**config.mk**
```make
export PLATFORM = sky130hd
export DESIGN_NAME = uart
export DESIGN_NICKNAME = d
export VERILOG_FILES = /design/src/hw/uart_pkg.sv /design/src/hw/uart.sv /design/src/hw/uart_rx.sv /design/src/hw/uart_rx_fifo.sv /design/src/hw/uart_tx.sv
export SDC_FILE = /design/constraint.sdc
export NUM_CORES = 1
export LEC_CHECK = 0
export BUFFER_PORTS_ARGS = -buffer_cell sky130_fd_sc_hd__clkbuf_2
export CORE_UTILIZATION = 45
export CTS_BUF_LIST = sky130_fd_sc_hd__clkbuf_4
export DETAILED_ROUTE_END_ITERATION = 8
export SYNTH_ARGS = -nofsm -noshare
export SYNTH_HDL_FRONTEND = slang
export SYNTH_SLANG_ARGS = --single-unit
```
**constraint.sdc**
```tcl
create_clock -name clk -period 3.2 [get_ports clk]
set_input_delay 0.32 -clock clk [delete_from_list [all_inputs] [get_ports clk]]
set_output_delay 0.32 -clock clk [all_outputs]
set_load 0.01 [all_outputs]
```
**src/hw/uart_pkg.sv**
```systemverilog
// Shared constants for the UART peripheral
// Bus and character widths, FIFO depth, register word indexes,
// register field positions and reset values
package uart_pkg;

    // Widths
    localparam int XLEN               = 32;
    localparam int UART_DATA_SIZE     = 8;
    localparam int UART_BAUD_DIV_SIZE = 16;
    localparam int UART_BIT_CNT_SIZE  = $clog2(UART_DATA_SIZE);

    // Receive FIFO geometry
    localparam int UART_FIFO_DEPTH    = 8;
    localparam int UART_FIFO_PTR_SIZE = $clog2(UART_FIFO_DEPTH);

    // Register word indexes, taken from address bits 5..2
    typedef enum logic [3:0] {
        UART_TXDATA_R   = 4'd0,
        UART_RXDATA_R   = 4'd1,
        UART_TXCTRL_R   = 4'd2,
        UART_RXCTRL_R   = 4'd3,
        UART_STATUS_R   = 4'd4,
        UART_BAUD_R     = 4'd6,
        UART_INT_MASK_R = 4'd7
    } type_uart_regs_e;

    // STATUS fields, INT_MASK uses the same layout
    localparam int UART_STATUS_SIZE = 3;
    localparam int STATUS_TX_READY  = 0;
    localparam int STATUS_RX_AVAIL  = 1;
    localparam int STATUS_FRAME_ERR = 2;

    // Other register fields
    localparam int TXDATA_BUSY_BIT      = XLEN - 1;
    localparam int RXDATA_EMPTY_BIT     = XLEN - 1;
    localparam int TXCTRL_TWO_STOP_BIT  = 0;

    // Divisor after reset, in clocks per bit
    localparam logic [UART_BAUD_DIV_SIZE-1:0] UART_BAUD_RESET = 16'd16;

endpackage

```
**src/hw/uart.sv**
```systemverilog
// Memory-mapped UART peripheral
// Bus request decode, configuration and status registers,
// registered bus response and interrupt, transmitter, receiver and FIFO
`timescale 1ns/100ps

module uart import uart_pkg::*; (
    input  logic            clk,
    input  logic            rst_n,
    input  logic [5:0]      addr_i,
    input  logic            req_i,
    input  logic            w_en_i,
    input  logic            sel_i,
    input  logic [XLEN-1:0] w_data_i,
    output logic [XLEN-1:0] r_data_o,
    output logic            ack_o,
    output logic            irq_o,
    input  logic            rxd_i,
    output logic            txd_o
);

    type_uart_regs_e               reg_idx;
    logic                          accept;
    logic                          rd_req;
    logic                          wr_req;
    logic [XLEN-1:0]               rd_data;

    logic [UART_BAUD_DIV_SIZE-1:0] baud_q;
    logic                          two_stop_q;
    logic [UART_STATUS_SIZE-1:0]   int_mask_q;
    logic [UART_DATA_SIZE-1:0]     tx_byte_q;
    logic                          tx_valid_q;
    logic                          frame_err_q;
    logic [UART_STATUS_SIZE-1:0]   status;

    logic                          ack_q;
    logic [XLEN-1:0]               r_data_q;
    logic                          irq_q;

    logic                          tx_ready;
    logic [UART_DATA_SIZE-1:0]     rx_byte;
    logic                          rx_valid;
    logic                          rx_frame_err;
    logic                          fifo_pop;
    logic [UART_DATA_SIZE-1:0]     fifo_rd_data;
    logic                          fifo_empty;

    // --------------------------------------------------
    // Bus decode
    // --------------------------------------------------
    // A request held through its own ack cycle is not taken again
    assign reg_idx = type_uart_regs_e'(addr_i[5:2]);
    assign accept  = req_i & sel_i & ~ack_q;
    assign rd_req  = accept & ~w_en_i;
    assign wr_req  = accept & w_en_i;

    assign fifo_pop = rd_req & (reg_idx == UART_RXDATA_R) & ~fifo_empty;

    always_comb begin
        status                   = '0;
        status[STATUS_TX_READY]  = tx_ready;
        status[STATUS_RX_AVAIL]  = ~fifo_empty;
        status[STATUS_FRAME_ERR] = frame_err_q;
    end

    always_comb begin
        rd_data = '0;
        case (reg_idx)
            UART_TXDATA_R: begin
                rd_data[TXDATA_BUSY_BIT] = ~tx_ready;
            end
            UART_RXDATA_R: begin
                rd_data[RXDATA_EMPTY_BIT] = fifo_empty;
                if (!fifo_empty) begin
                    rd_data[UART_DATA_SIZE-1:0] = fifo_rd_data;
                end
            end
            UART_TXCTRL_R:   rd_data[TXCTRL_TWO_STOP_BIT] = two_stop_q;
            UART_STATUS_R:   rd_data[UART_STATUS_SIZE-1:0] = status;
            UART_BAUD_R:     rd_data[UART_BAUD_DIV_SIZE-1:0] = baud_q;
            UART_INT_MASK_R: rd_data[UART_STATUS_SIZE-1:0] = int_mask_q;
            // RXCTRL and the reserved index read zero
            default:         rd_data = '0;
        endcase
    end

    // --------------------------------------------------
    // Register file
    // --------------------------------------------------
    always_ff @(posedge clk) begin
        if (!rst_n) begin
            baud_q      <= UART_BAUD_RESET;
            two_stop_q  <= 1'b0;
            int_mask_q  <= '0;
            tx_byte_q   <= '0;
            tx_valid_q  <= 1'b0;
            frame_err_q <= 1'b0;
        end else begin
            tx_valid_q <= 1'b0;
            if (wr_req) begin
                case (reg_idx)
                    UART_TXDATA_R: begin
                        // Writes while a frame is in flight are lost
                        if (tx_ready) begin
                            tx_byte_q  <= w_data_i[UART_DATA_SIZE-1:0];
                            tx_valid_q <= 1'b1;
                        end
                    end
                    UART_TXCTRL_R:   two_stop_q <= w_data_i[TXCTRL_TWO_STOP_BIT];
                    UART_BAUD_R:     baud_q     <= w_data_i[UART_BAUD_DIV_SIZE-1:0];
                    UART_INT_MASK_R: int_mask_q <= w_data_i[UART_STATUS_SIZE-1:0];
                    default: begin
                    end
                endcase
            end
            // Sticky until a STATUS read, unless a new error arrives with it
            if (rx_frame_err) begin
                frame_err_q <= 1'b1;
            end else if (rd_req && reg_idx == UART_STATUS_R) begin
                frame_err_q <= 1'b0;
            end
        end
    end

    // --------------------------------------------------
    // Bus response and interrupt
    // --------------------------------------------------
    always_ff @(posedge clk) begin
        if (!rst_n) begin
            ack_q <= 1'b0;
            irq_q <= 1'b0;
        end else begin
            ack_q <= accept;
            irq_q <= |(status & int_mask_q);
        end
    end

    // Zero unless a read is answered
    always_ff @(posedge clk) begin
        r_data_q <= rd_req ? rd_data : '0;
    end

    assign ack_o    = ack_q;
    assign r_data_o = r_data_q;
    assign irq_o    = irq_q;

    // --------------------------------------------------
    // Serial side
    // --------------------------------------------------
    uart_tx u_tx (
        .clk             (clk),
        .rst_n           (rst_n),
        .data_i          (tx_byte_q),
        .valid_i         (tx_valid_q),
        .two_stop_bits_i (two_stop_q),
        .baud_div_i      (baud_q),
        .txd_o           (txd_o),
        .ready_o         (tx_ready)
    );

    uart_rx u_rx (
        .clk         (clk),
        .rst_n       (rst_n),
        .rxd_i       (rxd_i),
        .baud_div_i  (baud_q),
        .data_o      (rx_byte),
        .valid_o     (rx_valid),
        .frame_err_o (rx_frame_err)
    );

    uart_rx_fifo u_rx_fifo (
        .clk       (clk),
        .rst_n     (rst_n),
        .push_i    (rx_valid),
        .data_i    (rx_byte),
        .pop_i     (fifo_pop),
        .rd_data_o (fifo_rd_data),
        .empty_o   (fifo_empty),
        .full_o    ()
    );

endmodule

```
**src/hw/uart_rx.sv**
```systemverilog
// UART serial receiver
// Two-flop input synchronizer, start edge detection, mid-bit sampling
// and stop bit check with one-cycle result pulses
`timescale 1ns/100ps

module uart_rx import uart_pkg::*; (
    input  logic                          clk,
    input  logic                          rst_n,
    input  logic                          rxd_i,
    input  logic [UART_BAUD_DIV_SIZE-1:0] baud_div_i,
    output logic [UART_DATA_SIZE-1:0]     data_o,
    output logic                          valid_o,
    output logic                          frame_err_o
);

    typedef enum logic [1:0] {
        RX_IDLE,
        RX_START,
        RX_DATA,
        RX_STOP
    } rx_state_e;

    rx_state_e                     state_q;
    logic                          rxd_meta_q;
    logic                          rxd_sync_q;
    logic                          rxd_prev_q;
    logic                          fall_edge;
    logic                          sample;
    logic [UART_BAUD_DIV_SIZE-1:0] baud_cnt_q;
    logic [UART_BIT_CNT_SIZE-1:0]  bit_cnt_q;
    logic [UART_DATA_SIZE-1:0]     shift_q;
    logic                          valid_q;
    logic                          frame_err_q;

    // --------------------------------------------------
    // Input synchronizer and edge detector
    // --------------------------------------------------
    always_ff @(posedge clk) begin
        if (!rst_n) begin
            rxd_meta_q <= 1'b1;
            rxd_sync_q <= 1'b1;
            rxd_prev_q <= 1'b1;
        end else begin
            rxd_meta_q <= rxd_i;
            rxd_sync_q <= rxd_meta_q;
            rxd_prev_q <= rxd_sync_q;
        end
    end

    assign fall_edge = rxd_prev_q & ~rxd_sync_q;
    assign sample    = (baud_cnt_q == '0);

    // --------------------------------------------------
    // Frame state machine
    // --------------------------------------------------
    always_ff @(posedge clk) begin
        if (!rst_n) begin
            state_q     <= RX_IDLE;
            baud_cnt_q  <= '0;
            bit_cnt_q   <= '0;
            valid_q     <= 1'b0;
            frame_err_q <= 1'b0;
        end else begin
            valid_q     <= 1'b0;
            frame_err_q <= 1'b0;
            baud_cnt_q  <= sample ? baud_div_i - 1'b1 : baud_cnt_q - 1'b1;
            case (state_q)
                RX_IDLE: begin
                    // First sample lands half a bit after the edge
                    baud_cnt_q <= baud_div_i >> 1;
                    if (fall_edge) begin
                        state_q <= RX_START;
                    end
                end
                RX_START: begin
                    if (sample) begin
                        bit_cnt_q <= '0;
                        // A high start sample is treated as a glitch
                        state_q   <= rxd_sync_q ? RX_IDLE : RX_DATA;
                    end
                end
                RX_DATA: begin
                    if (sample) begin
                        bit_cnt_q <= bit_cnt_q + 1'b1;
                        if (bit_cnt_q == UART_BIT_CNT_SIZE'(UART_DATA_SIZE - 1)) begin
                            state_q <= RX_STOP;
                        end
                    end
                end
                RX_STOP: begin
                    if (sample) begin
                        valid_q     <= rxd_sync_q;
                        frame_err_q <= ~rxd_sync_q;
                        state_q     <= RX_IDLE;
                    end
                end
                default: state_q <= RX_IDLE;
            endcase
        end
    end

    // Data bits arrive LSB first
    always_ff @(posedge clk) begin
        if (state_q == RX_DATA && sample) begin
            shift_q <= {rxd_sync_q, shift_q[UART_DATA_SIZE-1:1]};
        end
    end

    assign data_o      = shift_q;
    assign valid_o     = valid_q;
    assign frame_err_o = frame_err_q;

endmodule

```
**src/hw/uart_rx_fifo.sv**
```systemverilog
// Receive byte FIFO
// Circular buffer with read and write pointers, an entry count,
// and full and empty flags
`timescale 1ns/100ps

module uart_rx_fifo import uart_pkg::*; (
    input  logic                      clk,
    input  logic                      rst_n,
    input  logic                      push_i,
    input  logic [UART_DATA_SIZE-1:0] data_i,
    input  logic                      pop_i,
    output logic [UART_DATA_SIZE-1:0] rd_data_o,
    output logic                      empty_o,
    output logic                      full_o
);

    logic [UART_DATA_SIZE-1:0]     mem [UART_FIFO_DEPTH];
    logic [UART_FIFO_PTR_SIZE-1:0] wr_ptr_q;
    logic [UART_FIFO_PTR_SIZE-1:0] rd_ptr_q;
    logic [UART_FIFO_PTR_SIZE:0]   count_q;
    logic                          do_push;
    logic                          do_pop;

    assign empty_o = (count_q == '0);
    assign full_o  = (count_q == (UART_FIFO_PTR_SIZE + 1)'(UART_FIFO_DEPTH));

    // A pop frees a slot in the same cycle, so a push alongside it is kept
    assign do_pop  = pop_i & ~empty_o;
    assign do_push = push_i & (~full_o | do_pop);

    always_ff @(posedge clk) begin
        if (!rst_n) begin
            wr_ptr_q <= '0;
            rd_ptr_q <= '0;
            count_q  <= '0;
        end else begin
            if (do_push) begin
                wr_ptr_q <= wr_ptr_q + 1'b1;
            end
            if (do_pop) begin
                rd_ptr_q <= rd_ptr_q + 1'b1;
            end
            if (do_push && !do_pop) begin
                count_q <= count_q + 1'b1;
            end else if (do_pop && !do_push) begin
                count_q <= count_q - 1'b1;
            end
        end
    end

    always_ff @(posedge clk) begin
        if (do_push) begin
            mem[wr_ptr_q] <= data_i;
        end
    end

    assign rd_data_o = mem[rd_ptr_q];

endmodule

```
**src/hw/uart_tx.sv**
```systemverilog
// UART serial transmitter
// Start bit, eight data bits LSB first, one or two stop bits,
// each bit held for baud_div_i clocks
`timescale 1ns/100ps

module uart_tx import uart_pkg::*; (
    input  logic                          clk,
    input  logic                          rst_n,
    input  logic [UART_DATA_SIZE-1:0]     data_i,
    input  logic                          valid_i,
    input  logic                          two_stop_bits_i,
    input  logic [UART_BAUD_DIV_SIZE-1:0] baud_div_i,
    output logic                          txd_o,
    output logic                          ready_o
);

    typedef enum logic [2:0] {
        TX_IDLE,
        TX_START,
        TX_DATA,
        TX_STOP1,
        TX_STOP2
    } tx_state_e;

    tx_state_e                     state_q;
    logic [UART_BAUD_DIV_SIZE-1:0] baud_cnt_q;
    logic [UART_BIT_CNT_SIZE-1:0]  bit_cnt_q;
    logic [UART_DATA_SIZE-1:0]     shift_q;
    logic                          two_stop_q;
    logic                          txd_q;
    logic                          bit_done;

    assign bit_done = (baud_cnt_q == '0);

    always_ff @(posedge clk) begin
        if (!rst_n) begin
            state_q    <= TX_IDLE;
            baud_cnt_q <= '0;
            bit_cnt_q  <= '0;
            two_stop_q <= 1'b0;
            txd_q      <= 1'b1;
        end else begin
            baud_cnt_q <= bit_done ? baud_div_i - 1'b1 : baud_cnt_q - 1'b1;
            case (state_q)
                TX_IDLE: begin
                    txd_q      <= 1'b1;
                    baud_cnt_q <= baud_div_i - 1'b1;
                    if (valid_i) begin
                        two_stop_q <= two_stop_bits_i;
                        txd_q      <= 1'b0;
                        state_q    <= TX_START;
                    end
                end
                TX_START: begin
                    if (bit_done) begin
                        txd_q     <= shift_q[0];
                        bit_cnt_q <= '0;
                        state_q   <= TX_DATA;
                    end
                end
                TX_DATA: begin
                    if (bit_done) begin
                        if (bit_cnt_q == UART_BIT_CNT_SIZE'(UART_DATA_SIZE - 1)) begin
                            txd_q   <= 1'b1;
                            state_q <= TX_STOP1;
                        end else begin
                            txd_q     <= shift_q[1];
                            bit_cnt_q <= bit_cnt_q + 1'b1;
                        end
                    end
                end
                TX_STOP1: begin
                    if (bit_done) begin
                        state_q <= two_stop_q ? TX_STOP2 : TX_IDLE;
                    end
                end
                TX_STOP2: begin
                    if (bit_done) begin
                        state_q <= TX_IDLE;
                    end
                end
                default: state_q <= TX_IDLE;
            endcase
        end
    end

    // Character shifter, loaded when a frame starts
    always_ff @(posedge clk) begin
        if (state_q == TX_IDLE && valid_i) begin
            shift_q <= data_i;
        end else if (state_q == TX_DATA && bit_done) begin
            shift_q <= shift_q >> 1;
        end
    end

    assign txd_o   = txd_q;
    assign ready_o = (state_q == TX_IDLE);

endmodule

```
==> results.sh, run 1 <==
export IMPL_area_growth_pct=11.2
export IMPL_synth_top_family_by_area="simple AND/OR/NAND/NOR gates"
export IMPL_ys_seq_area_frac=0.547
export IMPL_grt_first_pass_wirelength_um=30200
export IMPL_synthesis_area_um2=8490
export IMPL_initial_core_util=0.466
export IMPL_status="completed"
export IMPL_grt_overflow=0
export IMPL_synth_cells=769
export IMPL_h_tree_depth=4
export IMPL_cp_slowest_stage_delay_ns=0.53
export IMPL_fin_setup_tns_ns=0
export IMPL_p_leak_nw=3.53
export IMPL_p_switching_mw=1.36
export IMPL_die_area_um2=19400
export IMPL_wl_met2_um=9400
export IMPL_required_ns=3.75
export IMPL_p_comb_frac=0.137
export IMPL_hold_violations=0
export IMPL_ctsRootBufferMaster="clkbuf_4"
export IMPL_setup_viol_count_final=0
export IMPL_gp_congestion=0.842
export IMPL_synth_compound_area_frac=0.0931
export IMPL_critical_path_buf_inv_count=4
export IMPL_yosys_area_share_adder=0.0274
export IMPL_drive_above_1_share=0.166
export IMPL_synthSimpleGateAreaFrac=0.161
export IMPL_antenna_found_initial=1
export IMPL_fin_nets=897
export IMPL_numCtsBuffers=17
export IMPL_arrival_ns=3.54
export IMPL_cp_slowest_cell="dlygate4sd3_1"
export IMPL_drt_iter0_markers=389
export IMPL_pre_cts_ws_ns=0.151
export IMPL_internal_power_mw=3.18
export IMPL_postCtsSetupBuffers=0
export IMPL_critPathLaunchType="primary input"
export IMPL_r2r_slack_ns=0.41
export IMPL_synthMuxAreaShare=0.0812
export IMPL_drcViolationCount=0
export IMPL_clkPwrFrac=0.288
export IMPL_die_w_um=139
export IMPL_ios=79
export IMPL_grt_setup_unrepaired="false"
export IMPL_max_freq_ghz=0.335
export IMPL_fin_crit_ns=2.98
export IMPL_grt_use_total=0.202
export IMPL_firstDrtPassIters=6
export IMPL_port_buffers=45
export IMPL_p_seq_frac=0.575
export IMPL_async_reset_ff_frac=0
export IMPL_die_h_um=139
export IMPL_met1_length_um=8510
export IMPL_top_layer_used="met4"
export IMPL_drv_cap=0
export IMPL_rows=49
export IMPL_pwr_density_cell_nw_per_um2=480
export IMPL_insertion_delay_ns=0.60
export IMPL_yosysUniqueCellTypes=70
export IMPL_final_antenna_net_count=0
export IMPL_min_period_over_period=0.932
export IMPL_clk_pin_slew_worst_paths_ns=0.18
export IMPL_hpwl_um=13300
export IMPL_route_met3_wl_um=639
export IMPL_ys_seq_elements=192
export IMPL_synth_xor_area_share=0.0464
export IMPL_crit_family="buffers and inverters"
export IMPL_worstSetupPathType="primary input to register"
export IMPL_yosysWarnings=0
export IMPL_slew_headroom=0.348
export IMPL_core_area_um2=18200
export IMPL_wl_per_cell_um=17.5
export IMPL_path_cells="dlygate4sd3_1 -> clkbuf_2 -> or3_1 -> o311ai_1 -> nand2_1 -> inv_1 -> ha_1 -> inv_1 -> ha_1 -> a21o_1 -> a21oi_1 -> xnor2_1 -> or3_1 -> a21oi_1"
export IMPL_synth_avg_cell_area_um2=11.0
export IMPL_tightest_slew_ns=0.978
export IMPL_cp_end_kind="register"
export IMPL_grt_pass1_vias=5839
export IMPL_synth_edf_count=80
export IMPL_ys_flop_type="dfxtp_1"
export IMPL_clockBufferDepth=2
export IMPL_fin_skew_ns=0.0267
export IMPL_viasPerCell=5.50
export IMPL_wl_um=18800
export IMPL_drv_slew=0
export IMPL_p_sw_frac=0.300
export IMPL_path_max_fanout=5
export IMPL_vdd_ir_drop_max_mv=0.367
export IMPL_postLayoutSetupSlackWorst_ns=0.218
export IMPL_dr_total_vias=5929
export IMPL_holdCritPathClass="primary input to register"
export IMPL_clock_sinks=192
export IMPL_cts_tree="built"
export IMPL_grt_start_max_net_pins=32
[worst reg2reg max path, stage by stage, from the launching register on]
cell       delay (ns)
dfxtp_1          0.35
nand4bb_1        0.21
o311ai_1         0.40
nand2_1          0.13
inv_1            0.17
ha_1             0.22
inv_1            0.10
ha_1             0.31
a21o_1           0.18
a21oi_1          0.18
xnor2_1          0.09
or3_1            0.30
a21oi_1          0.14
[cell families (layout without fill, tap and decap cells)]
family          after synthesis  after routing
simple gates                264            264
compound gates              121            121
flops                       192            192
mux                          48             48
fa+ha+maj                    18             18
buf+inv                      80            145
other cells                   1             16
xor+xnor                     45             45
[metal layers]
metal	vias to the layer above	track usage
li1	2885	-
met1	2896	0.256
met2	127	0.348
met3	21	0.0351
met4	0	0.0673
met5	-	0
[cell usage after synthesis (5+ instances only)]
cell type | n | area (µm²)
edfxtp_1 | 80 | 2400
or3_1 | 13 | 81.3
nand2b_1 | 6 | 37.5
a211oi_1 | 10 | 75.1
xnor2_1 | 24 | 210
and2_1 | 12 | 75.1
nor4b_1 | 5 | 43.8
clkbuf_1 | 32 | 120
or4_1 | 8 | 60.1
inv_1 | 24 | 90.1
dfxtp_1 | 112 | 2240
nand2_1 | 80 | 300
buf_4 | 16 | 120
nor2_1 | 60 | 225
o211ai_1 | 7 | 52.6
a21o_1 | 5 | 37.5
mux2i_1 | 25 | 250
xor2_1 | 21 | 184
mux2_2 | 7 | 78.8
mux4_2 | 16 | 360
a21oi_1 | 45 | 225
nor3_1 | 24 | 120
nand3_1 | 18 | 90.1
nor4_1 | 10 | 62.6
ha_1 | 17 | 213
o21ai_0 | 17 | 85.1
[per-stage QoR]
stage               hold slack (ns)  instance area, µm²  instances   util  power (mW)
global route                 0.0127                9450       1078  0.519        4.74
detailed placement            0.403                8970       1026  0.493        3.26
finish                       0.0337                9450       1078  0.519        4.54
floorplan                     0.386                8550        783      -        3.12
CTS                         0.00306                9450       1077  0.519        4.56
global placement              0.398                8970       1026  0.493        3.25
[state kept, by name, summed over array words and instances, names as in the netlist, 8 cells and up, named ones only]
register	count
u_rx.baud_cnt_q	16
tx_byte_q	8
u_tx.shift_q	8
baud_q	16
r_data_o	17
u_rx_fifo.mem	64
u_rx.data_o	8
u_tx.baud_cnt_q	16
[power by group through the flow]
stage / clock (mW) / combinational, mW / sequential, mW
2_1_floorplan: 0 / 0.472 / 2.65
4_1_cts: 1.33 / 0.621 / 2.61
3_3_place_gp: 0 / 0.589 / 2.66
3_5_place_dp: 0 / 0.600 / 2.66
5_1_grt: 1.43 / 0.686 / 2.62
6_report: 1.30 / 0.624 / 2.61
[layout make-up]
cell class	count	area [µm²]
Multi-Input combinational cell	511	3540
Tap cell	229	287
Clock buffer	18	135
Clock inverter	14	146
Timing Repair Buffer	89	603
Inverter	24	90.1
Antenna cell	1	2.50
Fill cell	1657	8760
Sequential cell	192	4640
[cells in the final DEF (no fill, tap or decap), drive strengths merged, types with 24 or more instances in the layout]
cell type / instances
dfxtp: 112
nand2: 80
edfxtp: 80
clkbuf: 63
nor2: 60
a21oi: 45
inv: 35
mux2i: 25
buf: 25
nor3: 25
xnor2: 24
[path summary, 6_finish.rpt]
kind                               end  cells past startpoint             from
setup reg to reg  u_rx_fifo.count_q[3]                     12            ack_o
hold reg to reg        u_rx.rxd_sync_q                      1  u_rx.rxd_meta_q
setup / recovery  u_rx_fifo.count_q[3]                     14        addr_i[3]
hold / removal             r_data_o[0]                      3        addr_i[5]
[timing repair]
item | CTS | global route
resized for setup | 0 | 0
endpoints found under the hold margin | 24 | 0
hold buffers | 19 | 0
Power figures use the tool's default switching activity.
==> run 2, diff against run 1 <==
- RECOVER_POWER: not set -> 100
==> results.sh, run 2 (synthesis results as in run 1) <==
export IMPL_tightest_slew_ns=0.990
export IMPL_port_buffers=45
export IMPL_hold_violations=0
export IMPL_regMostFlops="u_rx_fifo.mem"
export IMPL_critical_path_reg2reg_endpoint="u_rx.data_o[4]"
export IMPL_min_period_over_period=0.934
export IMPL_cts_tree="built"
export IMPL_antenna_found_initial=1
export IMPL_grt_use_total=0.202
export IMPL_drcViolationCount=0
export IMPL_status="completed"
export IMPL_largest_register_ffs=64
export IMPL_vdd_ir_drop_max_mv=0.363
export IMPL_hold_end="r_data_o[0]"
export IMPL_clock_sinks=192
export IMPL_hpwl_um=13300
export IMPL_path_cells="inv_1 -> ha_1 -> or4b_1 -> nor3_1 -> nand2_1 -> nor2_1 -> clkbuf_2"
export IMPL_fin_area_um2=9320
export IMPL_firstDrtPassIters=5
export IMPL_cts_repair_resized=0
export IMPL_numCtsBuffers=17
export IMPL_max_freq_ghz=0.335
export IMPL_area_growth_pct=9.77
export IMPL_clockBufferDepth=2
export IMPL_core_area_um2=18200
export IMPL_multi_input_area_um2=3500
export IMPL_drt_iter0_markers=366
export IMPL_drv_slew=0
export IMPL_path_max_fanout=8
export IMPL_gp_congestion=0.842
export IMPL_fin_setup_tns_ns=0
export IMPL_grt_first_pass_wirelength_um=30200
export IMPL_setup_viol_count_final=0
export IMPL_grt_start_max_net_pins=32
export IMPL_fin_crit_ns=2.99
export IMPL_grt_overflow=0
export IMPL_initial_core_util=0.466
export IMPL_area_sequential_um2=4640
export IMPL_crit_reg2reg_launch="u_rx.baud_cnt_q[0]"
export IMPL_fin_nets=897
export IMPL_drv_cap=0
export IMPL_die_w_um=139
export IMPL_cp_slowest_cell="nor3_1"
export IMPL_layout_common_cells="dfxtp_1 (112), nand2_1 (80), edfxtp_1 (80)"
export IMPL_insertion_delay_ns=0.60
export IMPL_die_area_um2=19400
export IMPL_holdCritPathClass="primary input to register"
export IMPL_wl_um=18800
export IMPL_grt_setup_unrepaired="false"
export IMPL_fin_skew_ns=0.0263
export IMPL_slew_headroom=0.340
export IMPL_arrival_ns=3.28
export IMPL_layout_commonest_cell="dfxtp_1"
export IMPL_dr_total_vias=5920
export IMPL_fill_cells=1687
export IMPL_hold_depth=3
export IMPL_viasPerCell=5.49
export IMPL_drive_above_1_share=0.117
export IMPL_h_tree_depth=4
export IMPL_r2r_slack_ns=0.21
export IMPL_critPathLaunchType="register"
export IMPL_clk_pin_slew_worst_paths_ns=0.18
export IMPL_required_ns=3.49
export IMPL_grt_pass1_vias=5839
export IMPL_cp_end_kind="register"
export IMPL_ctsRootBufferMaster="clkbuf_4"
export IMPL_worstSetupPathType="register to register"
export IMPL_ios=79
export IMPL_wl_per_cell_um=17.5
export IMPL_final_antenna_net_count=0
export IMPL_rows=49
export IMPL_min_from="addr_i[5]"
export IMPL_cp_slowest_stage_delay_ns=0.62
export IMPL_pwr_density_cell_nw_per_um2=485
export IMPL_placed_cell_area_um2=8970
export IMPL_die_h_um=139
export IMPL_p_leak_nw=3.38
export IMPL_ff2ff_path_depth=7
## run 2: critical path: cells and delay by family (launching register included)
| kind | cells | cell delay, ns |
|---|---|---|
| buf+inv | 2 | 0.36 |
| flops | 1 | 0.36 |
| simple gates | 4 | 1.73 |
| fa+ha+maj | 1 | 0.23 |
## run 2: report_power, final
part	leakage, nW	switching, mW	internal, mW
clock	0.154	0.927	0.371
combinational	1.60	0.383	0.232
sequential	1.63	0.0411	2.57
## run 2: stage by stage
step,hold WS (ns),worst slack (ns),power (mW),utilization,instances
2_1_floorplan,0.386,0.264,3.12,-,783
3_3_place_gp,0.398,0.220,3.25,0.493,1026
3_5_place_dp,0.403,0.151,3.26,0.493,1026
4_1_cts,0.00306,0.238,4.56,0.519,1077
5_1_grt,0.0127,0.0519,4.73,0.512,1078
6_report,0.0428,0.212,4.52,0.512,1078
## run 2: worst max path at each step
| stage | start | end | slack, ns | depth (start not counted) |
|---|---|---|---|---|
| 3_3_place_gp | addr_i[4] | u_rx_fifo.count_q[3] | 0.22 | 13 |
| 5_1_grt | addr_i[3] | u_rx_fifo.count_q[3] | 0.05 | 14 |
| 3_5_place_dp | addr_i[4] | u_rx_fifo.count_q[3] | 0.15 | 13 |
| 4_1_cts | addr_i[3] | u_rx_fifo.count_q[3] | 0.24 | 14 |
| 2_1_floorplan | addr_i[3] | u_rx_fifo.count_q[3] | 0.26 | 13 |
| 6_report | u_rx.baud_cnt_q[0] | u_rx.data_o[4] | 0.21 | 7 |
## run 2: cell type report
cell class                      instances  share of cell area
Sequential cell                       192               0.498
Multi-Input combinational cell        511               0.376
Timing Repair Buffer                   89              0.0552
Tap cell                              229              0.0307
Clock inverter                         14              0.0157
Clock buffer                           18              0.0145
Inverter                               24             0.00966
Antenna cell                            1            0.000268
## run 2: layer usage
metal / track usage / wire [µm] / vias up
li1: - / - / 2888
met1: 0.256 / 8470 / 2883
met2: 0.348 / 9440 / 128
met3: 0.0351 / 650 / 21
met4: 0.0673 / 278 / 0
met5: 0 / 0 / -
## run 2: what timing repair did
action,in CTS,in global routing
hold endpoints to repair,24,0
hold buffers,19,0
buffers inserted,0,0
